## config.mk

```make
export PLATFORM = sky130hd
export DESIGN_NAME = out_fifo_ctrl_flat
export DESIGN_NICKNAME = d
export VERILOG_FILES = /design/src/cmprs_fifo_pkg.sv /design/src/frame_pkg.sv /design/src/fifo_rd_if.sv /design/src/out_fifo_ctrl.sv /design/src/flat_wrapper.sv
export SDC_FILE = /design/constraint.sdc
export NUM_CORES = 1
export LEC_CHECK = 0
export ABC_AREA = 1
export ABC_CLOCK_PERIOD_IN_PS = 3300
export BUFFER_PORTS_ARGS = -buffer_cell sky130_fd_sc_hd__clkbuf_2
export CORE_AREA = 2 2 63 65
export CTS_BUF_LIST = sky130_fd_sc_hd__clkbuf_16
export DETAILED_ROUTE_END_ITERATION = 7
export DIE_AREA = 0 0 65 67
export GPL_TIMING_DRIVEN = 0
export PLACE_DENSITY = 0.9
export RECOVER_POWER = 50
export SLEW_MARGIN = 20
export SYNTH_ARGS = -nofsm -noshare
export SYNTH_HDL_FRONTEND = slang
export SYNTH_SLANG_ARGS = --single-unit
```

## constraint.sdc

```tcl
create_clock -name rclk -period 3.3 [get_ports rclk]
set_input_delay 0.165 -clock rclk [delete_from_list [all_inputs] [get_ports rclk]]
set_output_delay 0.165 -clock rclk [all_outputs]
set_load 0.02 [all_outputs]
```

## src/cmprs_fifo_pkg.sv

```systemverilog
// buffer geometry localparams, read/write address and data types
package cmprs_fifo_pkg;

    localparam int WADDR_W      = 10;                       // 1024 words of 32 bits
    localparam int RADDR_W      = 9;                        // 512 words of 64 bits
    localparam int WDATA_W      = 32;                       // compressor side word
    localparam int RDATA_W      = 64;                       // memory writer side word
    localparam int CHUNK_WWORDS = 8;                        // 32 bytes in write words
    localparam int CHUNK_RWORDS = 4;                        // 32 bytes in read words

    localparam int CHUNK_WLSB   = $clog2(CHUNK_WWORDS);     // low waddr bits inside a chunk
    localparam int CHUNK_RLSB   = $clog2(CHUNK_RWORDS);     // low raddr bits inside a chunk
    localparam int RAM_DEPTH    = 2 ** RADDR_W;             // rows of the 64-bit view

    typedef logic [WADDR_W-1:0] fifo_waddr_t;               // write word address
    typedef logic [RADDR_W-1:0] fifo_raddr_t;               // read word address
    typedef logic [WDATA_W-1:0] fifo_wdata_t;               // one compressor word
    typedef logic [RDATA_W-1:0] fifo_rdata_t;               // two words, earlier one low

endpackage

```

## src/frame_pkg.sv

```systemverilog
// chunk and frame counter widths, counter types and frame-tracking limits
package frame_pkg;

    localparam int CHUNK_CNT_W    = 8;                      // up to 128 chunks, full buffer
    localparam int FRAME_CNT_W    = 4;                      // frames awaiting confirmation

    // counter saturates here rather than wrapping to zero
    localparam int FRAME_PEND_MAX = (2 ** FRAME_CNT_W) - 1;

    typedef logic [CHUNK_CNT_W-1:0] chunk_count_t;          // complete 32-byte chunks
    typedef logic [FRAME_CNT_W-1:0] frame_count_t;          // frames not yet in memory

endpackage

```

## src/fifo_rd_if.sv

```systemverilog
// read port bundle between the buffer control and the buffer memory, with modports
`timescale 1ns/100ps

interface fifo_rd_if;

    logic                        ren;     // read the array row this cycle
    logic                        regen;   // load output register, ren delayed
    cmprs_fifo_pkg::fifo_raddr_t raddr;   // 64-bit row address
    cmprs_fifo_pkg::fifo_rdata_t rdata;   // registered read data

    modport ctrl (
        output ren,
        output regen,
        output raddr,
        input  rdata
    );

    modport mem (
        input  ren,
        input  regen,
        input  raddr,
        output rdata
    );

endinterface

```

## src/out_fifo_ctrl.sv

```systemverilog
// read address, delayed read enable, chunk count, chunks left in frame and flush control
`timescale 1ns/100ps

module out_fifo_ctrl (
    input  logic                   rclk,
    input  logic                   rst_fifo,
    input  logic                   chunk_written,  // one more full chunk stored
    input  logic                   frame_end,      // eof pulse
    input  logic                   ren,            // reader takes one 64-bit word
    fifo_rd_if.ctrl                rd,
    output frame_pkg::chunk_count_t fifo_count,    // complete chunks in buffer
    output frame_pkg::chunk_count_t chunks_left,   // chunks of current frame
    output logic                   flush           // drain request
);
    import cmprs_fifo_pkg::*;
    import frame_pkg::*;

    fifo_raddr_t raddr;
    logic        regen;
    logic        chunk_read;                       // 4th word of a chunk read now
    logic        flush_done;                       // nothing more to drain

    assign chunk_read = ren && (&raddr[CHUNK_RLSB-1:0]);

    // last chunk going out this cycle also ends the flush
    assign flush_done = (fifo_count == '0) ||
                        ((fifo_count == chunk_count_t'(1)) && ren);

    // read port toward the memory
    assign rd.ren   = ren;
    assign rd.regen = regen;
    assign rd.raddr = raddr;

    always_ff @(posedge rclk) begin
        if (rst_fifo) begin
            raddr <= '0;
            regen <= 1'b0;
        end else begin
            regen <= ren;                          // output register one cycle later
            if (ren) begin
                raddr <= raddr + 1'b1;
            end
        end
    end

    always_ff @(posedge rclk) begin
        if (rst_fifo) begin
            fifo_count <= '0;
        end else if (chunk_written && !chunk_read) begin
            fifo_count <= fifo_count + 1'b1;
        end else if (!chunk_written && chunk_read) begin
            fifo_count <= fifo_count - 1'b1;
        end                                        // both or neither, hold
    end

    always_ff @(posedge rclk) begin
        if (rst_fifo) begin
            chunks_left <= '0;
        end else if (frame_end) begin
            chunks_left <= fifo_count;             // snapshot at eof
        end else if (chunk_read && (chunks_left != '0)) begin
            chunks_left <= chunks_left - 1'b1;
        end
    end

    always_ff @(posedge rclk) begin
        if (rst_fifo) begin
            flush <= 1'b0;
        end else if (frame_end) begin
            flush <= 1'b1;                         // rises the cycle after eof
        end else if (flush_done) begin
            flush <= 1'b0;
        end
    end

endmodule

```

## src/flat_wrapper.sv

```systemverilog
// flat-port wrapper written by rule: the top's interface ports become plain ports
module out_fifo_ctrl_flat import cmprs_fifo_pkg::*; import frame_pkg::*;
  (rclk, rst_fifo, chunk_written, frame_end, ren, fifo_count, chunks_left, flush, rd_ren, rd_regen, rd_raddr, rd_rdata);
  fifo_rd_if rd_i ();
  input  logic rclk;
  input  logic rst_fifo;
  input  logic chunk_written;
  input  logic frame_end;
  input  logic ren;
  output frame_pkg::chunk_count_t fifo_count;
  output frame_pkg::chunk_count_t chunks_left;
  output logic flush;
  output wire logic [$bits(rd_i.ren)-1:0] rd_ren;
  output wire logic [$bits(rd_i.regen)-1:0] rd_regen;
  output wire logic [$bits(rd_i.raddr)-1:0] rd_raddr;
  input wire logic [$bits(rd_i.rdata)-1:0] rd_rdata;
  assign rd_ren = rd_i.ren;
  assign rd_regen = rd_i.regen;
  assign rd_raddr = rd_i.raddr;
  assign rd_i.rdata = rd_rdata;
  out_fifo_ctrl u_core (.rclk(rclk), .rst_fifo(rst_fifo), .chunk_written(chunk_written), .frame_end(frame_end), .ren(ren), .rd(rd_i), .fifo_count(fifo_count), .chunks_left(chunks_left), .flush(flush));
endmodule
```

# Yosys cells after proc, flatten, opt, wreduce, memory -nomap -nowiden
# Cells that the tools add are included.
dict set report classes {
  n_addsub 4
  n_eq_ne 1
  muxes 6
  n_reduce_logical 14
}
# operator count
set op_table {}
lappend op_table {{$mux 8} 4}
lappend op_table {{$sub 8x1->8 const B} 2}
lappend op_table {{$add 9x1->9 const B} 1}
lappend op_table {{$add 8x1->8 const B} 1}
lappend op_table {{$eq 8x1->1 const B} 1}
lappend op_table {{$logic_not 8->1} 1}
lappend op_table {{$reduce_bool 8->1} 1}
lappend op_table {{$reduce_bool 2->1} 3}
lappend op_table {{$logic_and 1x1->1} 5}
lappend op_table {{$logic_not 1->1} 2}
lappend op_table {{$mux 1} 2}
lappend op_table {{$reduce_and 2->1} 1}
lappend op_table {{$logic_or 1x1->1} 1}
dict set report totals {
  ff_bits 27
  in_bits 69
  word_cells 30
}

# Longest topological paths before layout
dict set report logic_depth {
  ltp_word 5
  ltp_mapped 11
  mapped_depth_nobuf 10
}

# Worst setup path before layout
# No wires, ideal clock.
dict set report synth_timing {
  path_type {register to register}
  from {register u_core.raddr[0] (netlist: u_core.rd.raddr[0])}
  to {register u_core.fifo_count[4]}
  setup_ns 0.134
  arrival_ns 1.594
  t_required_ns 3.166
  path_slack_ns 1.572
  path_stages_with_launch 11
  path_cell_list {dfxtp_1 -> ha_1 -> nand2_2 -> ha_1 -> buf_2 -> nor2_1 -> nor2_1 -> o21ai_1 -> nor2_1 -> o21ai_0 -> a21oi_1}
}
dict set report synth_between {
  elab_chain_cells 5
  elab_cells_between_ends 7
  classes_between {mux: 1; reduce/logical: 6}
}
# element line_no
set synth_rtl {}
lappend synth_rtl {{from (decl)} out_fifo_ctrl.sv:18} ;# fifo_raddr_t raddr;
lappend synth_rtl {{from (signal assigned)} out_fifo_ctrl.sv:41} ;# raddr <= raddr + 1'b1;
lappend synth_rtl {{$reduce_and 2->1 *} out_fifo_ctrl.sv:23} ;# assign chunk_read = ren && (&raddr[CHUNK_RLSB-1:0]);
lappend synth_rtl {{$logic_and 1x1->1 *} out_fifo_ctrl.sv:23}
lappend synth_rtl {{$logic_not 1->1} out_fifo_ctrl.sv:49} ;# end else if (chunk_written && !chunk_read) begin
lappend synth_rtl {{$logic_and 1x1->1} out_fifo_ctrl.sv:49}
lappend synth_rtl {{$mux 8 / $reduce_bool 2->1 (equally long branches)} --}
lappend synth_rtl {{to (signal assigned)} out_fifo_ctrl.sv:50} ;# fifo_count <= fifo_count + 1'b1;
lappend synth_rtl {{to (signal assigned)} out_fifo_ctrl.sv:52} ;# fifo_count <= fifo_count - 1'b1;
lappend synth_rtl {{to (decl)} out_fifo_ctrl.sv:11} ;# output frame_pkg::chunk_count_t fifo_count,
# Every way passes the cells marked *; elsewhere a longest branch is shown, timed or not.
# A chain may end at the register's enable or synchronous reset.

# Worst setup path after layout
dict set report layout_timing {
  from {register u_core.raddr[0] (netlist: u_core.rd.raddr[0])}
  to {register u_core.fifo_count[6]}
}
# Same word-level chain as after synthesis.

==> impl_metrics.ini <==
[run_status]
status = finished clean

[global_routing]
grt_usage_pct = 17.7
first_global_vias = 1407
grt_pass1_wl_mm = 6.06
grt.overflow.total = 0
grt_max_degree = 17
antenna_found_initial = 0

[critical_path]
arrival_ns = 2.03
path_class = reg2reg
cp.required_ns = 3.46
r2r_start = u_core.rd.raddr[0]
timing.rr.end = u_core.fifo_count[6]
cp-start-kind = flip-flop
end_kind = flip-flop
reg2reg_slack_ns = 1.44
r2r_cells = 10
worst-path-max-fanout = 9

[floorplanning]
io_pins = 97
die-area_um2 = 4360
core.rowCount = 22
start_util_pct = 44.6
die_x_um = 65
die_y_um = 67
core_um2 = 3610

[worst_hold_path]
min_from = ren
holdPathEnd = u_core.rd.raddr[0]
worstHoldPathType = in2reg
hold_depth = 2

[cells_and_area]
final_cell_count_no_fill = 326
mostFrequentLayoutCells = nand2_1 (53), nor2_1 (41), inv_1 (29)
drive_gt1_share_pct = 8.99
design_area_um2 = 1860
area_growth_syn_to_layout_pct = 15.7
antenna_cells = 0
layout_commonest_cell = nand2_1
nets = 356

[clocking]
cts_setup_buffers = 0
cts_sinks = 27
postCtsHoldBufs = 0
clock_latency_ns = 0.26
htreeDepth = 1
clk_transition_reported_paths_ns = 0.07
cts_max_path_buffers = 2
cts_root_buffer = clkbuf_16
cts_tree = yes
cts_resized = 0
numCtsBuffers = 3

[pwr]
p_per_area_nw_per_um2 = 454
peakVddDrop_mv = 0.203
power_leakage_nw = 0.847

[placement]
portBuffers = 30
dp_cells = 322
gp_congestion = 0.921
post-dp-hpwl_mm = 2.72
post_dp_cell_area_um2 = 1820
post-place-ws_ns = 1.49

[drt]
first_pass_iters = 4
via_per_inst = 4.87
drc = 0
post_drt_wl_per_cell_um = 11.2
vias = 1586
ant_nets = 0
wl_mm = 3.64
drt_iter0_markers = 77

[yosys]
avgSynthCellArea_um2 = 6.59
yosysSeqAreaShare_pct = 33.6
yosysWarnings = 0
synthCells = 244
syn-cell-area_um2 = 1610
syn-num-nets = 321
yosysUniqueCellTypes = 29
ys_ff_latch = 27

[timing]
period_minus_slack_ns = 1.86
setup_slack_ns = 1.44
skew_ns = 0.00254
rsz0062_at_grt = no
fmax_ghz = 0.536
hold_viol_final = 0
final.setup.tns_ns = 0
tightest_slew_ns = 0.573
slew_violations = 0
slew_headroom_pct = 61.8
min_period_over_period_pct = 56.5
finalSetupViolCount = 0

[run]
maxCapViolations = 0
## cell type report
| cell class | count | area, um2 |
|---|---|---|
| Tap cell | 48 | 60.1 |
| Timing Repair Buffer | 30 | 120 |
| Fill cell | 365 | 1750 |
| Sequential cell | 27 | 541 |
| Clock inverter | 1 | 7.51 |
| Buffer | 6 | 38.8 |
| Clock buffer | 3 | 75.1 |
| Multi-Input combinational cell | 179 | 893 |
| Inverter | 32 | 125 |
## Yosys cell counts, drive strengths merged
master   n  area, um2
nand3   22        110
nor3     4       20.0
o21ai   18       90.1
o31ai    1       7.51
nand4    2       12.5
clkbuf   2       17.5
inv     30        113
nor2    42        160
nand2   58        245
buf      4       31.3
a21oi   18        101
xor2     1       8.76
a31oi    1       6.26
dfxtp   27        541
nor3b    1       7.51
nor4     1       6.26
xnor2    2       17.5
clkinv   2       12.5
ha       8        100
## per-layer routing
layer | wire length (um) | vias to the layer above | global-route usage (%)
met5 | 0 | - | 0
met4 | 63 | 0 | 7.45
met3 | 135 | 5 | 2.03
met2 | 1740 | 31 | 30.5
met1 | 1710 | 703 | 22.3
li1 | - | 847 | -
## kinds of logic (layout without fill, tap and decap cells)
group                    Yosys count  in the layout  share of synthesized area, %
AND/OR/NAND/NOR                  130            130                          34.9
AO/OA/AOI/OAI                     38             38                          12.8
buffers and inverters             38             72                          10.8
flip-flops                        27             27                          33.6
adder cells (fa/ha/maj)            8              8                          6.23
XOR/XNOR                           3              3                          1.63
## worst max-delay path, cell delays in order (launching register included)
cell and delay (ns):
dfxtp_1 0.42, ha_1 0.23, nand2_2 0.10, ha_1 0.19
buf_2 0.17, inv_1 0.14, o21ai_1 0.13, nor2_1 0.18
nand3_1 0.09, nand2_1 0.07, nor2_1 0.04
## state kept, by name (all words and copies together) (netlist names)
name,cells
u_core.rd.raddr,9
u_core.chunks_left,8
u_core.fifo_count,8
u_core.flush,1
u_core.rd.regen,1
## stage by stage
stage	power (W)	hold slack [ns]	util, %
after floorplan	0.000525	0.324	-
after global placement	0.000570	0.410	50.4
after detailed placement	0.000576	0.417	50.4
after CTS	0.000856	0.135	52.7
after global routing	0.000892	0.151	51.6
final	0.000845	0.137	51.6
## power breakdown
| group | leakage (nW) | internal [W] | total (W) | switching, W |
|---|---|---|---|---|
| registers | 0.221 | 0.000345 | 0.000371 | 0.0000261 |
| clock network | 0.0371 | 0.000165 | 0.000279 | 0.000114 |
| logic | 0.589 | 0.0000662 | 0.000195 | 0.000128 |
| total | 0.847 | 0.000576 | 0.000845 | 0.000269 |
## how the worst max path moves through the flow
stage	start	endpoint	slack, ns
after global routing	u_core.rd.raddr[0]	u_core.fifo_count[4]	1.22
after CTS	u_core.rd.raddr[0]	u_core.fifo_count[6]	1.43
after floorplan	u_core.rd.raddr[0]	u_core.fifo_count[4]	1.57
final	u_core.rd.raddr[0]	u_core.fifo_count[6]	1.44
after detailed placement	u_core.rd.raddr[0]	u_core.fifo_count[6]	1.49
after global placement	u_core.rd.raddr[0]	u_core.fifo_count[4]	1.55
Note: power is estimated with default switching activity, not from simulation.
