## config.mk

```make
export PLATFORM = sky130hd
export DESIGN_NAME = out_fifo_wr_addr
export DESIGN_NICKNAME = d
export VERILOG_FILES = /design/src/cmprs_fifo_pkg.sv /design/src/out_fifo_wr_addr.sv
export SDC_FILE = /design/constraint.sdc
export NUM_CORES = 1
export LEC_CHECK = 0
export ABC_AREA = 0
export ABC_CLOCK_PERIOD_IN_PS = 2000
export BUFFER_PORTS_ARGS = -buffer_cell sky130_fd_sc_hd__buf_2
export CAP_MARGIN = 15
export CORE_MARGIN = 2
export CORE_UTILIZATION = 34
export CTS_CLUSTER_DIAMETER = 200
export DETAILED_ROUTE_END_ITERATION = 12
export PLACE_DENSITY = 0.77
export SLEW_MARGIN = 20
export SYNTH_ARGS = -nofsm -noshare
export SYNTH_HDL_FRONTEND = slang
export SYNTH_SLANG_ARGS = --single-unit
```

## constraint.sdc

```tcl
create_clock -name rclk -period 2 [get_ports rclk]
set_clock_uncertainty 0.2 [all_clocks]
set_input_delay 0.1 -clock rclk [delete_from_list [all_inputs] [get_ports rclk]]
set_output_delay 0.1 -clock rclk [all_outputs]
set_load 0.03 [all_outputs]
```

## src/cmprs_fifo_pkg.sv

```systemverilog
// buffer geometry localparams, read/write address and data types
package cmprs_fifo_pkg;

    localparam int WADDR_W      = 10;                       // 1024 words of 32 bits
    localparam int RADDR_W      = 9;                        // 512 words of 64 bits
    localparam int WDATA_W      = 32;                       // compressor side word
    localparam int RDATA_W      = 64;                       // memory writer side word
    localparam int CHUNK_WWORDS = 8;                        // 32 bytes in write words
    localparam int CHUNK_RWORDS = 4;                        // 32 bytes in read words

    localparam int CHUNK_WLSB   = $clog2(CHUNK_WWORDS);     // low waddr bits inside a chunk
    localparam int CHUNK_RLSB   = $clog2(CHUNK_RWORDS);     // low raddr bits inside a chunk
    localparam int RAM_DEPTH    = 2 ** RADDR_W;             // rows of the 64-bit view

    typedef logic [WADDR_W-1:0] fifo_waddr_t;               // write word address
    typedef logic [RADDR_W-1:0] fifo_raddr_t;               // read word address
    typedef logic [WDATA_W-1:0] fifo_wdata_t;               // one compressor word
    typedef logic [RDATA_W-1:0] fifo_rdata_t;               // two words, earlier one low

endpackage

```

## src/out_fifo_wr_addr.sv

```systemverilog
// write address counter with chunk alignment, chunk-written and end-of-frame pulses
`timescale 1ns/100ps

module out_fifo_wr_addr (
    input  logic                        rclk,
    input  logic                        rst_fifo,
    input  logic                        we,            // one word per cycle
    input  cmprs_fifo_pkg::fifo_wdata_t wdata,
    input  logic                        wa_rst,        // align down to chunk start
    input  logic                        wlast,         // last chunk of frame written
    output logic                        mem_we,
    output cmprs_fifo_pkg::fifo_waddr_t mem_waddr,
    output cmprs_fifo_pkg::fifo_wdata_t mem_wdata,
    output logic                        chunk_written, // 8th word went in last cycle
    output logic                        frame_end      // wlast delayed by one
);
    import cmprs_fifo_pkg::*;

    fifo_waddr_t waddr;                                 // next word goes here
    logic        chunk_last;                            // writing last word of a chunk

    assign chunk_last = we && (&waddr[CHUNK_WLSB-1:0]);

    always_ff @(posedge rclk) begin
        if (rst_fifo) begin
            waddr <= '0;
        end else if (wa_rst) begin
            waddr <= {waddr[WADDR_W-1:CHUNK_WLSB], {CHUNK_WLSB{1'b0}}}; // drop partial words
        end else if (we) begin
            waddr <= waddr + 1'b1;
        end
    end

    always_ff @(posedge rclk) begin
        if (rst_fifo) begin
            chunk_written <= 1'b0;
            frame_end     <= 1'b0;
        end else begin
            chunk_written <= chunk_last;                // single-cycle pulse
            frame_end     <= wlast;
        end
    end

    // memory sees the current address together with the strobe
    assign mem_we    = we;
    assign mem_waddr = waddr;
    assign mem_wdata = wdata;

endmodule

```

# Yosys cells after proc, flatten, opt, wreduce, memory -nomap -nowiden
# Index checks and enable logic that the tools add are counted.
[word_totals] ff_bits=12 wordCells=10
[classes] addsub=1 bitwise=1 reduce_logical=4
[ops] op="adder 10 x 1 -> 10 bit, second input constant" n=1
[ops] op="AND reduction 3 bit" n=1
[ops] op="AND reduction 2 bit" n=1
[ops] op="OR reduction 2 bit" n=1
[ops] op="logical AND 1 bit" n=1
[ops] op="NOT 1 bit" n=1

# Logic depth before layout (Yosys ltp)
# Gate-level depths: netlist of run 1.
[depth] depth_word=2 ltp_mapped=4 ltp_nobuf=4

# Worst setup path after synthesis of run 1
# OpenSTA, ideal clock, no wires.
[synth_path] kind="register -> register" start="register waddr[0], in the netlist mem_waddr[0]" end="register waddr[8], in the netlist mem_waddr[8]" setup_ps=71 t_arrival_ps=1576 required_ps=1729 slack_ps=153 path_stages_with_launch=5 n_path_buf=0 synth_period_minus_slack_ps=1847 path_cell_list="dfxtp_1 > ha_1 > nand4b_2 > or4_1 > a21oi_1"
[synth_between] elab_chain_cells=1
[synth_rtl] item="from (decl)" line="out_fifo_wr_addr.sv:19" source="fifo_waddr_t waddr;"
[synth_rtl] item="from (signal assigned)" line="out_fifo_wr_addr.sv:28" source="waddr <= {waddr[WADDR_W-1:CHUNK_WLSB], {CHUNK_WLSB{1'b0}}};"
[synth_rtl] item="from (signal assigned)" line="out_fifo_wr_addr.sv:30" source="waddr <= waddr + 1'b1;"
[synth_rtl] item="adder 10 x 1 -> 10 bit" line="out_fifo_wr_addr.sv:30"
# No other way between the ends.
# A chain may end at the register's enable or synchronous reset.

# Final worst setup path of run 1
# Ends and elaborated chain as after synthesis.

==> results of run 1 <==
[final cells by class]
class	count	area, µm²
repair buffers	23	145
multi-input cells	40	283
well taps	28	35.0
fillers	246	1470
flip-flops and latches	12	240
inverters	2	7.51
clock buffers	4	36.3
[worst max-delay path by stage]
| stage | startpoint | end | slack, ps | depth (start not counted) |
|---|---|---|---|---|
| floorplan | mem_waddr[0]$_SDFFE_PP0P_ | mem_waddr[8]$_SDFFE_PP0P_ | 150 | 4 |
| global placement | mem_waddr[0]$_SDFFE_PP0P_ | mem_waddr[8]$_SDFFE_PP0P_ | 350 | 4 |
| detailed placement | mem_waddr[0]$_SDFFE_PP0P_ | mem_waddr[8]$_SDFFE_PP0P_ | 270 | 4 |
| CTS | mem_waddr[0]$_SDFFE_PP0P_ | mem_waddr[8]$_SDFFE_PP0P_ | 250 | 4 |
| global route | mem_waddr[0]$_SDFFE_PP0P_ | mem_waddr[8]$_SDFFE_PP0P_ | 140 | 4 |
| finish | mem_waddr[0]$_SDFFE_PP0P_ | mem_waddr[8]$_SDFFE_PP0P_ | 260 | 4 |
[state kept, by name, summed over array words and instances, names as in the netlist]
| register | count |
|---|---|
| frame_end | 1 |
| chunk_written | 1 |
| mem_waddr | 10 |
[repair_timing]
| action | 4_1_cts | 5_1_grt |
|---|---|---|
| hold buffers | 6 | 0 |
| endpoints found under the setup margin | 0 | 0 |
| endpoints found under the hold margin | 12 | 0 |
| setup buffers | 0 | 0 |
[per-stage QoR]
step / std cells / cell area [µm²] / hold slack [ps] / total power, W
after floorplan: 89 / 793 / -28.4 / 0.000391
after global placement: 99 / 651 / 0.205 / 0.000277
after detailed placement: 99 / 651 / 0.205 / 0.000278
after CTS: 109 / 747 / 0.205 / 0.000484
after global routing: 109 / 747 / 0.0435 / 0.000498
final: 109 / 747 / 0.0116 / 0.000481
[synthesized netlist by cell type (all sizes together) (2+ instances only)]
master	n	area, µm²
buf	34	259
dfxtp	12	240
a21oi	7	35.0
nand2	4	15.0
o31ai	4	30.0
or4	4	30.0
nor3	3	15.0
o21ai	3	15.0
or3	3	20.0
ha	2	25.0
inv	2	7.51
mux2i	2	20.0
nand4	2	18.8
[where the power goes]
part           switching [W]  internal [W]
combinational      0.0000201     0.0000180
clock              0.0000886      0.000111
sequential        0.00000261      0.000241
total               0.000111      0.000370
[placed cells by master (no fill, tap or decap)]
cell	Yosys	layout
dfxtp_1	12	12
or4_1	4	4
nand3_1	1	1
nand2_1	4	4
nor2_1	1	1
nand3b_4	1	1
or3_1	2	2
nand4b_2	1	1
mux2i_1	2	2
nor3_1	3	3
ha_1	2	2
inv_1	2	2
buf_2	0	17
clkbuf_8	0	1
nand4_2	1	1
nor2b_1	1	1
dlygate4sd3_1	0	6
a21oi_1	7	7
o31ai_1	4	4
o21ai_0	3	3
nand4_1	1	1
clkbuf_4	0	3
or3_2	1	1
xnor2_1	1	1
[per-layer routing]
layer / GRT usage, % / part of all wire (%) / vias up
met5: 0 / 0 / -
met4: 4.27 / 1.1 / 0
met3: 6.29 / 13 / 4
met2: 17.5 / 42 / 32
met1: 13.4 / 44 / 266
li1: - / - / 263
[kinds of logic after synthesis]
| logic type | Yosys count | synth area share (%) |
|---|---|---|
| xor gates and xnor gates | 1 | 1.10 |
| and+or+nand+nor | 21 | 18.8 |
| AOI/OAI and AO/OA | 14 | 10.1 |
| DFF | 12 | 30.3 |
| adders and majority gates | 2 | 3.15 |
| buffers and inverters | 37 | 34.1 |
| muxes | 2 | 2.52 |
==> impl_results.md, run 1 <==
* Worst Tran Pin Value at around 250 ps
* Largest net degree at the start of global routing at 13
* CTS tree: done
* GRT Resource Usage Total at between 10% and 20%
* DRT iter0 DRCs at 7
* Synth cell types at 23
* Area delta synth->final at -5.84%
* Via count at approximately 570
* Setup violations, final at 0
* Worst Setup Slack, final at 256 ps
* Required @ worst endpoint at 2020 ps
* Post-Syn Area at 793 µm²
* Sequential-to-total area share from yosys stat at 30.3%
* Die height at between 50 and 60 µm
* Tmin final at 1740 ps
* MaxCap Viol Count at 0
* Port Buf Inserts at 17
* Clock buffer count from CTS at 3
* Startpoint types: flop
* Critical Path End Type: flop
* Reg2Reg Depth at 4
* Global-route wire length before repair at 2310 µm
* Final setup TNS at 0 ps
* Post-synth EDFFs at 0
* Slew Limit Fails at 0
* RR Endpoint: mem_waddr[8]$_SDFFE_PP0P_
* Status: finished clean
* Layout cells sized above 1 at 30.9%
* RSZ-0062 raised after global routing: no
* Cell Pwr Density at 644 nW/µm²
* Die area at 2740 µm²
* R2r startpoint: mem_waddr[0]$_SDFFE_PP0P_
* Setup slack, reg-to-reg at around 260 ps
* Buffers plus inverters on the worst setup path at 0
* Seq cells post-synth at 12
* Slowest-stage cell, CP: or4_1
* Antenna diode count at 0
* Deepest clock path buffer count at 2
* Cell count after synthesis at between 80 and 90
* Clock root cell: clkbuf_4
* TritonRoute pass-1 iters at 2
* Ports at just over 80
* Synth Flop Type: dfxtp_1
* Worst-path clk slew at 80 ps
* LEAKAGE at between 0.3 and 0.4 nW
* Grt ovf at 0
* Syn avg cell area at between 8 and 9 µm²
* Vias/cell at 5.18
* Final core occ at 33.8%
* Final GP Congestion at 0.740
* # clock sinks at 12
* Drt wl/cell at 13.6 µm
* Post-route DRC violation count at 0
* End of the worst hold path: mem_wdata[13]
* Vias in the first global route at 533
* Hold WC Path Type: in -> out
* Synth warn at 0
* Initial antenna violation count at 0
* Post-DRT Antenna Nets at 0
* Relative slew slack at 83.6%
* Starting density of the core at 35.9%
* Synthesized Nets at 128
* Maximum vdd drop at slightly above 0.4 mV
* Max FO, Critical Path at 6
* Cell Rows at 17
* Core ar. at between 2000 and 2500 µm²
* CTS resizes at 0
* Min-delay src: wdata[13]
* Hpwl dp at slightly above 1000 µm
* Max incr delay on CP at 500 ps
* Total Nets Final at around 120
* Worst-Skew Late Latency at 280 ps
* Synth async-reset ratio at 0%
* FMAX at 0.573 GHz
* Critical Path, Cell by Cell: ha_1 > nand4b_2 > or4_1 > a21oi_1
* WL final at 1480 µm
* Number of cells on the worst hold path at 0
* Final hold vios at 0
* Tcrit/Tclk final at between 80 and 90%
* Dpl ws at about 270 ps
* H-Tree Depth at 1
* WS Path Type: reg -> reg
* Critical Path AT at 1760 ps
* Top cell family by delay on the critical path: simple AND/OR/NAND/NOR gates
* Die width at 52.3 µm
No activity file was read; power rests on OpenSTA's default activity.
==> run 2: changes to the inputs <==
ABC_CLOCK_PERIOD_IN_PS = 1800   (was 2000)
clock period = 1.8 ns   (was 2 ns; I/O delays follow)
==> impl_results.md, run 2 (same netlist as run 1, synthesis figures left out) <==
* Antenna diode count at 0 (unchanged)
* Placed cell count at 99 (unchanged)
* LEAKAGE at 0.474 nW (+37%)
* TritonRoute pass-1 iters at 4 (+2)
* Die width at 52.3 µm (unchanged)
* Worst Tran Pin Value at 337 ps (+92.5 ps)
* Largest net degree at the start of global routing at 13 (unchanged)
* Final setup TNS at 0 ps (unchanged)
* Vias in the first global route at 596 (+12%)
* Initial antenna violation count at 0 (unchanged)
* CTS tree: done
* Area delta synth->final at 33.1%
* Layout cells sized above 1 at 23.2% (-7.6 points)
* Clock buffer count from CTS at 3 (unchanged)
* Tmin final at 1670 ps (-76.0 ps)
* Tcrit/Tclk final at 92.7% (+5.5 points)
* Final hold vios at 0 (unchanged)
* Startpoint types: flop
* Worst-Skew Late Latency at 270 ps (about the same)
* Relative slew slack at 77.4% (-6.2 points)
* Post-route DRC violation count at 0 (unchanged)
* Hold slack at 278 ps (+278 ps)
* # clock sinks at 12 (unchanged)
* Starting density of the core at 35.9% (unchanged)
* Die height at 52.3 µm (unchanged)
* Cell Pwr Density at 586 nW/µm² (-9.0%)
* Setup violations, final at 0 (unchanged)
* Metal-1 WL at 677 µm (+4.0%)
* Cell Rows at 17 (unchanged)
* Port Buf Inserts at 17 (unchanged)
* Routed length on met2 at 949 µm (+52%)
* Min-delay src: mem_waddr[9]$_SDFFE_PP0P_
* Die area at 2740 µm² (unchanged)
* WL final at 1860 µm (+26%)
* Critical Path End Type: flop
* Slew Limit Fails at 0 (unchanged)
* WS Path Type: reg -> reg
* Critical path launch point: mem_waddr[0]$_SDFFE_PP0P_
* Status: finished clean
* CTS hold repair buffers at 38 (+32)
* Required @ worst endpoint at 1810 ps (-210 ps)
* R2r startpoint: mem_waddr[0]$_SDFFE_PP0P_
* Top layer used by detailed routing: met4
* CTS resizes at 0 (unchanged)
* Core ar. at 2210 µm² (unchanged)
* Global-route wire length before repair at 2580 µm (+12%)
* MaxCap Viol Count at 0 (unchanged)
* H-Tree Depth at 1 (unchanged)
* Worst-path clk slew at 70 ps (about the same)
* Critical Path AT at 1680 ps (-80 ps)
* Hpwl dp at 1020 µm (-1.1%)
* Via count at 688 (+22%)
* Hold WC Path Type: reg -> reg
* Largest register FFs at 10 (unchanged)
* Grt ovf at 0 (unchanged)
* Highest-count cells in the layout ignoring fill and taps: 38 x dlygate4sd3_1, 17 x buf_2, 10 x dfxtp_1
* Ports at 82 (unchanged)
* Deepest clock path buffer count at 2 (unchanged)
* Final instance area at 1060 µm² (+41%)
* Total Nets Final at 153 (+26%)
* FMAX at 0.599 GHz (+4.6%)
* Post-DP Area at 653 µm² (+0.38%)
* Post-DRT Antenna Nets at 0 (unchanged)
* Vias/cell at 4.91 (-5.2%)
* Drt wl/cell at 13.3 µm (-2.1%)
* Met3 wire length at 223 µm (+17%)
* Max FO, Critical Path at 6 (unchanged)
* DRT iter0 DRCs at 12 (+5)
* Final GP Congestion at 0.765 (+3.4%)
* GRT Resource Usage Total at 13.2% (+1.7 points)
* Clock root cell: clkbuf_4
* Maximum vdd drop at 0.494 mV (+21%)
* Non-Filler Instances at 140 (+28%)
* RSZ-0062 raised after global routing: no
* Commonest non-fill, non-tap cell in the layout: dlygate4sd3_1
* # Post-CTS Setup Buffers at 0 (unchanged)
* Final core occ at 47.7% (+14 points)
-- run 2: path summary, 6_finish.rpt --
check / endpoint / slack [ps] / depth (start not counted)
setup / recovery: mem_waddr[8]$_SDFFE_PP0P_ / 130 / 4
setup reg to reg: mem_waddr[8]$_SDFFE_PP0P_ / 130 / 4
hold reg to reg: mem_waddr[9]$_SDFFE_PP0P_ / 280 / 2
hold / removal: mem_waddr[9]$_SDFFE_PP0P_ / 280 / 2
-- run 2: metal layers --
layer  vias to the layer above  track usage, %
li1                        324               -
met5                         -               0
met2                        51            22.9
met3                         2            6.86
met4                         0            3.85
met1                       311            13.6
-- run 2: power by group --
group,switching (W),internal (W),total (W),leakage (nW)
combinational,0.000112,0.0000679,0.000180,0.363
clock,0.0000898,0.0000775,0.000167,0.0138
sequential,0.00000299,0.000268,0.000271,0.0980
-- run 2: through the flow --
stage               power [W]  setup WS (ps)
floorplan            0.000435            114
global placement     0.000309            217
detailed placement   0.000310            146
CTS                  0.000621            128
global route         0.000645           13.8
finish               0.000619            131
-- run 2: critical path, stage by stage, from the launching register on --
cell      delay (ps)
dfxtp_2          390
ha_1             210
nand4b_2         170
or4_1            490
a21oi_1          150
-- run 2: cell type report --
cell class              instances  area [µm²]
flip-flops and latches         12         243
multi-input cells              40         283
fillers                       224        1160
inverters                       2        7.51
repair buffers                 55         465
clock buffers                   3        22.5
well taps                      28        35.0
