===== src/frame_pkg.sv =====
// chunk and frame counter widths, counter types and frame-tracking limits
package frame_pkg;

    localparam int CHUNK_CNT_W    = 8;                      // up to 128 chunks, full buffer
    localparam int FRAME_CNT_W    = 4;                      // frames awaiting confirmation

    // counter saturates here rather than wrapping to zero
    localparam int FRAME_PEND_MAX = (2 ** FRAME_CNT_W) - 1;

    typedef logic [CHUNK_CNT_W-1:0] chunk_count_t;          // complete 32-byte chunks
    typedef logic [FRAME_CNT_W-1:0] frame_count_t;          // frames not yet in memory

endpackage


===== src/frame_track.sv =====
// counter of frames pending memory confirmation with sticky acknowledge error
`timescale 1ns/100ps

module frame_track (
    input  logic                    rclk,
    input  logic                    rst_fifo,
    input  logic                    frame_end,     // frame handed to the reader
    input  logic                    eof_written,   // frame landed in system memory
    output frame_pkg::frame_count_t frames_pending,
    output logic                    ack_err        // confirmation without a frame
);
    import frame_pkg::*;

    logic none_pending;
    logic at_max;

    assign none_pending = (frames_pending == '0);
    assign at_max       = (frames_pending == frame_count_t'(FRAME_PEND_MAX));

    always_ff @(posedge rclk) begin
        if (rst_fifo) begin
            frames_pending <= '0;
            ack_err        <= 1'b0;
        end else begin
            if (frame_end && !eof_written && !at_max) begin
                frames_pending <= frames_pending + 1'b1;
            end else if (!frame_end && eof_written && !none_pending) begin
                frames_pending <= frames_pending - 1'b1;
            end
            if (eof_written && !frame_end && none_pending) begin
                ack_err <= 1'b1;                   // sticky until reset
            end
        end
    end

endmodule


===== config.mk =====
export PLATFORM = sky130hd
export DESIGN_NAME = frame_track
export DESIGN_NICKNAME = d
export VERILOG_FILES = /design/src/frame_pkg.sv /design/src/frame_track.sv
export SDC_FILE = /design/constraint.sdc
export NUM_CORES = 1
export LEC_CHECK = 0
export ABC_AREA = 1
export BUFFER_PORTS_ARGS = -buffer_cell sky130_fd_sc_hd__buf_2
export CAP_MARGIN = 25
export CORE_AREA = 2 2 39 41
export CTS_BUF_LIST = sky130_fd_sc_hd__clkbuf_8 sky130_fd_sc_hd__clkbuf_16
export DETAILED_ROUTE_END_ITERATION = 16
export DIE_AREA = 0 0 41 43
export PLACE_DENSITY = 0.58
export SLEW_MARGIN = 30
export SYNTH_ARGS = -nofsm -noshare
export SYNTH_HDL_FRONTEND = slang
export SYNTH_SLANG_ARGS = --single-unit

===== constraint.sdc =====
create_clock -name rclk -period 1.59 [get_ports rclk]
set_clock_uncertainty 0.1 [all_clocks]
set_input_delay 0.2385 -clock rclk [delete_from_list [all_inputs] [get_ports rclk]]
set_output_delay 0.2385 -clock rclk [all_outputs]
set_load 0.01 [all_outputs]

## Word-level counts from Yosys, hierarchy flattened

Cells that the tools add are included.
W data, S select, Z words.

| storage, ports and cells | value |
|---|---|
| bits in registers | 5 |
| input port bits | 4 |
| output and inout bits | 5 |
| logic and storage cells | 18 |

| operators by class | value |
|---|---|
| add/subtract/negate cells | 2 |
| equal/unequal tests | 1 |
| muxes and demuxes | 2 |
| reductions and logical operators | 11 |

Operators with widths:

| kind | number |
|---|---|
| $mux W4 | 2 |
| $logic_and A1 B1 Y1 | 5 |
| $add A4 B1 Y4 const B | 1 |
| $eq A4 B4 Y1 const B | 1 |
| $logic_not A1 Y1 | 4 |
| $logic_not A4 Y1 | 1 |
| $sub A4 B1 Y4 const B | 1 |
| $reduce_bool A2 Y1 | 1 |

## Logic depth before layout (Yosys ltp)

Gate-level depths: netlist of the first run.

| depth | value |
|---|---|
| word-level depth | 5 |
| mapped depth | 12 |
| mapped depth without buffers | 12 |

## Worst setup path after synthesis of the first run

OpenSTA, ideal clock, no wires.

| path | value |
|---|---|
| path kind | flip-flop to flip-flop |
| start point | register frames_pending[0] |
| end point | register frames_pending[3] |
| library setup time | 113 ps |
| arrival | 1,580 ps |
| required time | 1,377 ps |
| path slack | -203 ps |
| stages on the path, launching flop included | 12 |
| path buffers | 0 |
| period minus slack after synthesis | 1,793 ps |
| cells stage by stage | dfxtp_1 -> nand2_2 -> o21ai_4 -> ha_1 -> nand3_1 -> inv_1 -> nor2_1 -> nand2_1 -> nand3_2 -> nand2_1 -> nand2_1 -> nor2_1 |

| between the ends | value |
|---|---|
| cells in the longest elaborated chain, start to end | 4 |
| elaborated cells between the ends (all ways) | 11 |
| those cells by class | add/sub (2); eq/ne (1); mux (2); reduce/logical (6) |

Ends and longest elaborated chain:

| item | RTL line | text |
|---|---|---|
| from (decl) | frame_track.sv:9 | `output frame_pkg::frame_count_t frames_pending,` |
| from (signal assigned) | frame_track.sv:26 | `frames_pending <= frames_pending + 1'b1;` |
| from (signal assigned) | frame_track.sv:28 | `frames_pending <= frames_pending - 1'b1;` |
| parallel branches: the longest is 4 deep, another holds $sub A4 B1 Y4 | - |  |

Parallel ways; which one is timed is not known. The select of a mux whose other input is x is not followed.
A chain may end at the register's enable or synchronous reset.

## Worst setup path in the final report of the first run

| path | value |
|---|---|
| start point | register frames_pending[2] |
| end point | register frames_pending[1] |

| between the ends | value |
|---|---|
| cells in the longest elaborated chain, start to end | 4 |
| elaborated cells between the ends (all ways) | 8 |
| those cells by class | eq/ne (1); mux (1); reduce/logical (6) |

Ends and longest elaborated chain:

| item | RTL line |
|---|---|
| $eq A4 B4 Y1 / $logic_not A4 Y1 (equally long branches) | frame_track.sv:18, frame_track.sv:17 |
| $logic_not A1 Y1, on equally long branches | frame_track.sv:25, frame_track.sv:27 |
| $logic_and A1 B1 Y1, on equally long branches | frame_track.sv:25, frame_track.sv:27 |
| $mux W4 / $reduce_bool A2 Y1 (equally long branches) | - |

Parallel ways exist; a longest one is shown, timed or not.

==> results.yml, run 1 <==
power:
  swShare_pct: 31.12
  internal-power_uw: 410.1
  p_seq_share_pct: 27.4
  power_density_nw_per_um2: 1084
  vdd_drop_max_mv: 0.5072
  power.leakage_nw: 0.2884
  p_comb_share_pct: 34.9
  power_switching_uw: 185.3
  clockPowerShare_pct: 37.7
  totalPowerFinal_uw: 595.3
layout:
  syn_to_final_growth_pct: 55.12
  n_antenna_cell: 0
  fin_area_um2: 549.3
  final_util_pct: 39.69
  fillers: 147
  finalNetCount: 75
  layout-drive-gt1-share_pct: 46.27
cts:
  cts_tree: "built"
  clk-insertion-delay-late_ns: 0.22
  clkSinkCount: 5
  h-tree-depth: 1
  clkTransAtPathRegs_ns: 0.04
  clock_path_buffers: 2
  cts_made_buffers: 3
  root_buffer: "clkbuf_8"
global_route:
  grt_max_degree: 7
  first_global_vias: 319
  overflow: 0
  antenna_found_initial: 0
  grt.total_usage_pct: 10.06
  grt_pass1_wl_um: 1193
placed_design:
  io_buffers: 8
  dpl.hpwl_um: 628.8
  place.gp.congestion: 0.6861
  dpl_cell_area_um2: 484.2
route:
  drc: 0
  vias: 353
  avgViaCountPerCell: 4.253
  routed_wl_um: 753
  wire_per_inst_um: 9.072
  first_pass_iters: 4
  ant_nets: 0
  drt_iter0_drc: 6
sta:
  slew_headroom_pct: 88.36
  setup_viol: 0
  rsz0062_at_grt: "true"
  tightestPinTransition_ns: 0.1740
  holdWs_ns: 0.1374
  fmax_ghz: 0.6492
  finalMaxSlewViolations: 0
  fin_crit_sh_pct: 96.88
  min_period_ns: 1.540
  tns_ns: 0
  finalHoldViolCount: 0
critical_path:
  rr_startpoint: "frames_pending[2]"
  reg2reg_slack_ns: 0.05
  required_ns: 1.59
  startpoint_type: "flop"
  cp_slowest_cell: "fa_2"
  crit_path_cell_trace: "nand2_4 -> o21ai_4 -> buf_4 -> fa_2 -> nand2_1 -> a21oi_1"
  worstPathArrival_ns: 1.54
  ff2ff_path_depth: 6
  crit_path_max_fanout: 4
  timing.rr.end: "frames_pending[1]"
  cp-end-kind: "flop"
  max_stage_delay_ns: 0.43
  criticalPathCategory: "flop to flop"
synth:
  syn-num-nets: 56
  syn_inst: 49
  yosys_warnings: 0
  ys_types: 17
  mappedNetlistArea_um2: 354.1
  synth-edff-count: 0
  synthArstFlopShare_pct: 0
  avgSynthCellArea_um2: 7.226
  seq_area_frac_synth_pct: 28.27
  synth_flop_cell: "dfxtp_1"
  ys_ff_latch: 5
min_path:
  hp-start: "rst_fifo"
  min_path_cells: 2
  hold_end: "frames_pending[2]"
  hp-class: "input port to flop"
floorplan:
  initial_core_util_pct: 25.59
  die_h_um: 43
  io_pins: 9
  fp.dieW_um: 41
  placement_rows: 14
  design.core.area_um2: 1384
  dieArea_um2: 1763
job:
  maxCapViolCount: 0
status:
  status: "completed"
[sequential cells by signal (all words and copies together), names as in the netlist]
| signal | count |
|---|---|
| ack_err | 1 |
| frames_pending | 4 |
[cell usage in the layout, fill, tap and decap left out]
cell | netlist | final
nor2_1 | 10 | 10
dfxtp_2 | 0 | 1
buf_4 | 0 | 6
o21ai_4 | 1 | 1
nand3_2 | 1 | 2
a31oi_1 | 1 | 1
clkbuf_8 | 0 | 3
dfxtp_4 | 0 | 3
nor2_2 | 1 | 1
a21oi_1 | 2 | 2
a211oi_2 | 1 | 1
o21ai_0 | 1 | 1
inv_1 | 7 | 8
dfxtp_1 | 5 | 1
fa_2 | 0 | 1
ha_1 | 2 | 1
nand2_4 | 1 | 3
nand2_1 | 10 | 9
ha_4 | 0 | 1
buf_2 | 0 | 8
nand3_1 | 3 | 2
xnor2_1 | 1 | 1
[through the flow]
stage,cells,worst slack [ns]
2_1_floorplan,49,-0.02218
3_3_place_gp,78,-0.07470
3_5_place_dp,78,-0.09459
4_1_cts,83,0.01850
5_1_grt,83,-0.03286
6_report,83,0.04962
[synth_stat cells, types with 2 or more instances]
| library cell | count | area [um2] |
|---|---|---|
| inv_1 | 7 | 26.28 |
| nand3_1 | 3 | 15.01 |
| ha_1 | 2 | 25.02 |
| nor2_1 | 10 | 37.54 |
| nand2_1 | 10 | 37.54 |
| a21oi_1 | 2 | 10.01 |
| dfxtp_1 | 5 | 100.1 |
[what timing repair did]
item,in CTS,in global routing
resized for setup,2,1
pin swaps,1,1
endpoints found under the setup margin,1,3
hold buffers,0,0
buffers inserted,1,0
[routing by layer]
layer	share of wire [%]	track usage, %	vias up	routed length, um
li1	-	-	192	-
met1	48	11.00	155	363
met2	48	15.94	6	359
met3	4.0	3.141	0	30
met4	0	6.000	0	0
met5	0	0	-	0
[power groups by stage]
stage	registers, mW	clock network [mW]	logic [mW]
after floorplan	0.184	0	0.110
after global placement	0.162	0	0.204
after detailed placement	0.162	0	0.203
after CTS	0.163	0.231	0.211
after global routing	0.165	0.241	0.234
final	0.163	0.224	0.208
[worst max path at each step]
stage	from	endpoint	slack, ns	cells after the start
after floorplan	frames_pending[2]	frames_pending[3]	-0.02	11
after global placement	eof_written	frames_pending[3]	-0.07	12
after detailed placement	frames_pending[2]	frames_pending[3]	-0.09	11
after CTS	frames_pending[0]	frames_pending[2]	0.02	6
after global routing	frames_pending[3]	frames_pending[3]	-0.03	11
final	frames_pending[2]	frames_pending[1]	0.05	6
[critical path, delay by kind of cell (launching register included)]
family	cells	cell delay [ns]
adders and majority gates	1	0.43
DFF	1	0.35
AOI/OAI and AO/OA	2	0.25
buffers and inverters	1	0.17
and+or+nand+nor	2	0.12
[layout make-up]
type                       instances  area [um2]  area share [%]
multi-input combinational         37       260.3           47.38
timing repair buffer              14       85.08           15.49
clock buffer                       3       41.29           7.517
sequential                         5       112.6           20.50
clock inverter                     1       3.754          0.6834
tap                               16       20.02           3.645
inverter                           7       26.28           4.784
[cells by family after synthesis]
family	Yosys count	share of synthesized area [%]
DFF	5	28.27
adders and majority gates	3	12.72
buffers and inverters	7	7.422
and+or+nand+nor	27	34.99
AOI/OAI and AO/OA	6	14.13
xor gates and xnor gates	1	2.474
No activity file was read; power rests on OpenSTA's default activity.
==> run 2: changes to the inputs <==
--- a/config.mk
+++ b/config.mk
@@ -7,7 +7,7 @@
 export LEC_CHECK = 0
 export ABC_AREA = 1
 export BUFFER_PORTS_ARGS = -buffer_cell sky130_fd_sc_hd__buf_2
-export CAP_MARGIN = 25
+export CAP_MARGIN = 20
 export CORE_AREA = 2 2 39 41
 export CTS_BUF_LIST = sky130_fd_sc_hd__clkbuf_8 sky130_fd_sc_hd__clkbuf_16
 export DETAILED_ROUTE_END_ITERATION = 16
==> constraint.sdc (replaced) <==
create_clock -name rclk -period 1.59 [get_ports rclk]
set_clock_uncertainty 0.1 [all_clocks]
set_input_delay 0.159 -clock rclk [delete_from_list [all_inputs] [get_ports rclk]]
set_output_delay 0.159 -clock rclk [all_outputs]
set_load 0.01 [all_outputs]
==> run 2 against run 1 <==
  * Register-to-register slack lost 0.03 ns
  * Maximum frequency fell by 1.9%
  * Design area down 1.8%
  * Total power decreased by 0.64%
  * Non-clock buffer count is 1 lower
  * Core utilization down 0.72 points
  * Critical endpoint is now frames_pending[3]
  * Hold slack got worse by 0.089 ns
  * Highest routed layer is now met4
==> results.yml, run 2 (same netlist as run 1, synthesis figures left out) <==
status:
  status: "completed"
route:
  ant_nets: 0
  first_pass_iters: 3
  vias: 356
  avgViaCountPerCell: 4.341
  routed_wl_um: 728
  drt_iter0_drc: 4
  wire_per_inst_um: 8.878
  drc: 0
placed_design:
  place_ws_ns: -0.02112
  dpl.hpwl_um: 599.8
  dpl_cell_area_um2: 484.2
  io_buffers: 8
  place.gp.congestion: 0.7477
floorplan:
  design.core.area_um2: 1384
  placement_rows: 14
  initial_core_util_pct: 25.59
  fp.dieW_um: 41
  die_h_um: 43
  dieArea_um2: 1763
  io_pins: 9
global_route:
  antenna_found_initial: 0
  use_met1_pct: 13.92
  overflow: 0
  grt_use_met2_pct: 15.94
  busiest_layer: "met2"
  gr-usage-met3_pct: 3.141
  first_global_vias: 326
  grt_pass1_wl_um: 1283
  grt.total_usage_pct: 11.57
  grt_max_degree: 7
min_path:
  hp-class: "input port to flop"
critical_path:
  criticalPathCategory: "flop to flop"
  required_ns: 1.60
  crit_path_max_fanout: 4
  worstPathArrival_ns: 1.58
  cp-end-kind: "flop"
  startpoint_type: "flop"
sta:
  fin_crit_sh_pct: 98.78
  finalMaxSlewViolations: 0
  rsz0062_at_grt: "true"
  slew_headroom_pct: 86.77
  setup_viol: 0
  tightestPinTransition_ns: 0.1977
  finalHoldViolCount: 0
  fmax_ghz: 0.6367
  min_period_ns: 1.571
  fin_ws_ns: 0.01936
layout:
  reg_top3: "frames_pending: 4 flops, ack_err: 1 flops"
  layout_common_cells: "nor2_1 (10), inv_1 (8), nand2_1 (8), buf_2 (8), buf_4 (5)"
  fin_area_um2: 539.3
  layout_commonest_cell: "nor2_1"
  regMostFlops: "frames_pending"
  n_antenna_cell: 0
  largest_reg_flops: 4
  final_util_pct: 38.97
  syn_to_final_growth_pct: 52.30
  layout-drive-gt1-share_pct: 45.45
  finalNetCount: 74
power:
  p_seq_share_pct: 27.3
  totalPowerFinal_uw: 591.6
  vdd_drop_max_mv: 0.4597
  power_density_nw_per_um2: 1097
  clockPowerShare_pct: 39.2
  internal-power_uw: 402.9
  p_comb_share_pct: 33.4
  power_switching_uw: 188.7
  swShare_pct: 31.90
  power.leakage_nw: 0.2742
cts:
  h-tree-depth: 1
  root_buffer: "clkbuf_8"
  cts_hold_buffers: 0
  cts_made_buffers: 3
  clock_path_buffers: 2
  clkTransAtPathRegs_ns: 0.04
  cts_tree: "built"
  post_cts_buffers: 0
  clk-insertion-delay-late_ns: 0.22
  clkSinkCount: 5
job:
  maxCapViolCount: 0
## run 2: stage by stage
step,std cells,setup TNS (ns),hold slack (ns)
after floorplan,49,-0.02218,0.1184
after global placement,78,-0.01633,0.2793
after detailed placement,78,-0.03537,0.2809
after CTS,82,-0.005617,0.04251
after global routing,82,-0.1701,0.04827
final,82,0,0.04790
## run 2: critical path, stage by stage, from the launching register on
cell	delay (ns)
dfxtp_4	0.36
nand2_4	0.06
o21ai_4	0.21
ha_1	0.27
nand3_2	0.08
inv_1	0.04
nor2_1	0.08
nand2_1	0.07
nand3_2	0.07
nand2_1	0.05
nand2_1	0.05
nor2_1	0.03
## run 2: cell type report
class / instances / area [um2]
well taps: 16 / 20.02
clock buffers: 3 / 41.29
inverters: 7 / 26.28
flip-flops and latches: 5 / 115.1
repair buffers: 13 / 77.57
fillers: 150 / 844.6
clock inverters: 1 / 3.754
multi-input cells: 37 / 255.2
## run 2: power by group through the flow
stage,Clock (mW),Sequential (mW),Combinational (mW)
after floorplan,0,0.184,0.110
after global placement,0,0.163,0.191
after detailed placement,0,0.164,0.193
after CTS,0.241,0.162,0.198
after global routing,0.249,0.165,0.228
final,0.232,0.162,0.198
## run 2: metal layers
metal / part of all wire (%) / routed length [um]
met1: 47 / 342
met2: 45 / 329
met3: 4.5 / 33
met4: 3.2 / 23
met5: 0 / 0
## run 2: worst paths after layout
kind,start,end,slack (ns),cells after the start
worst max-delay path,frames_pending[3],frames_pending[3],0.02,11
worst min-delay path,rst_fifo,frames_pending[2],0.05,2
worst max register to register,frames_pending[3],frames_pending[3],0.02,11
worst min register to register,ack_err,ack_err,0.40,2
## run 2: repair_timing
action	4_1_cts	5_1_grt
pin swaps	2	1
hold endpoints to repair	0	0
setup endpoints to repair	1	2
gates resized for setup	1	2
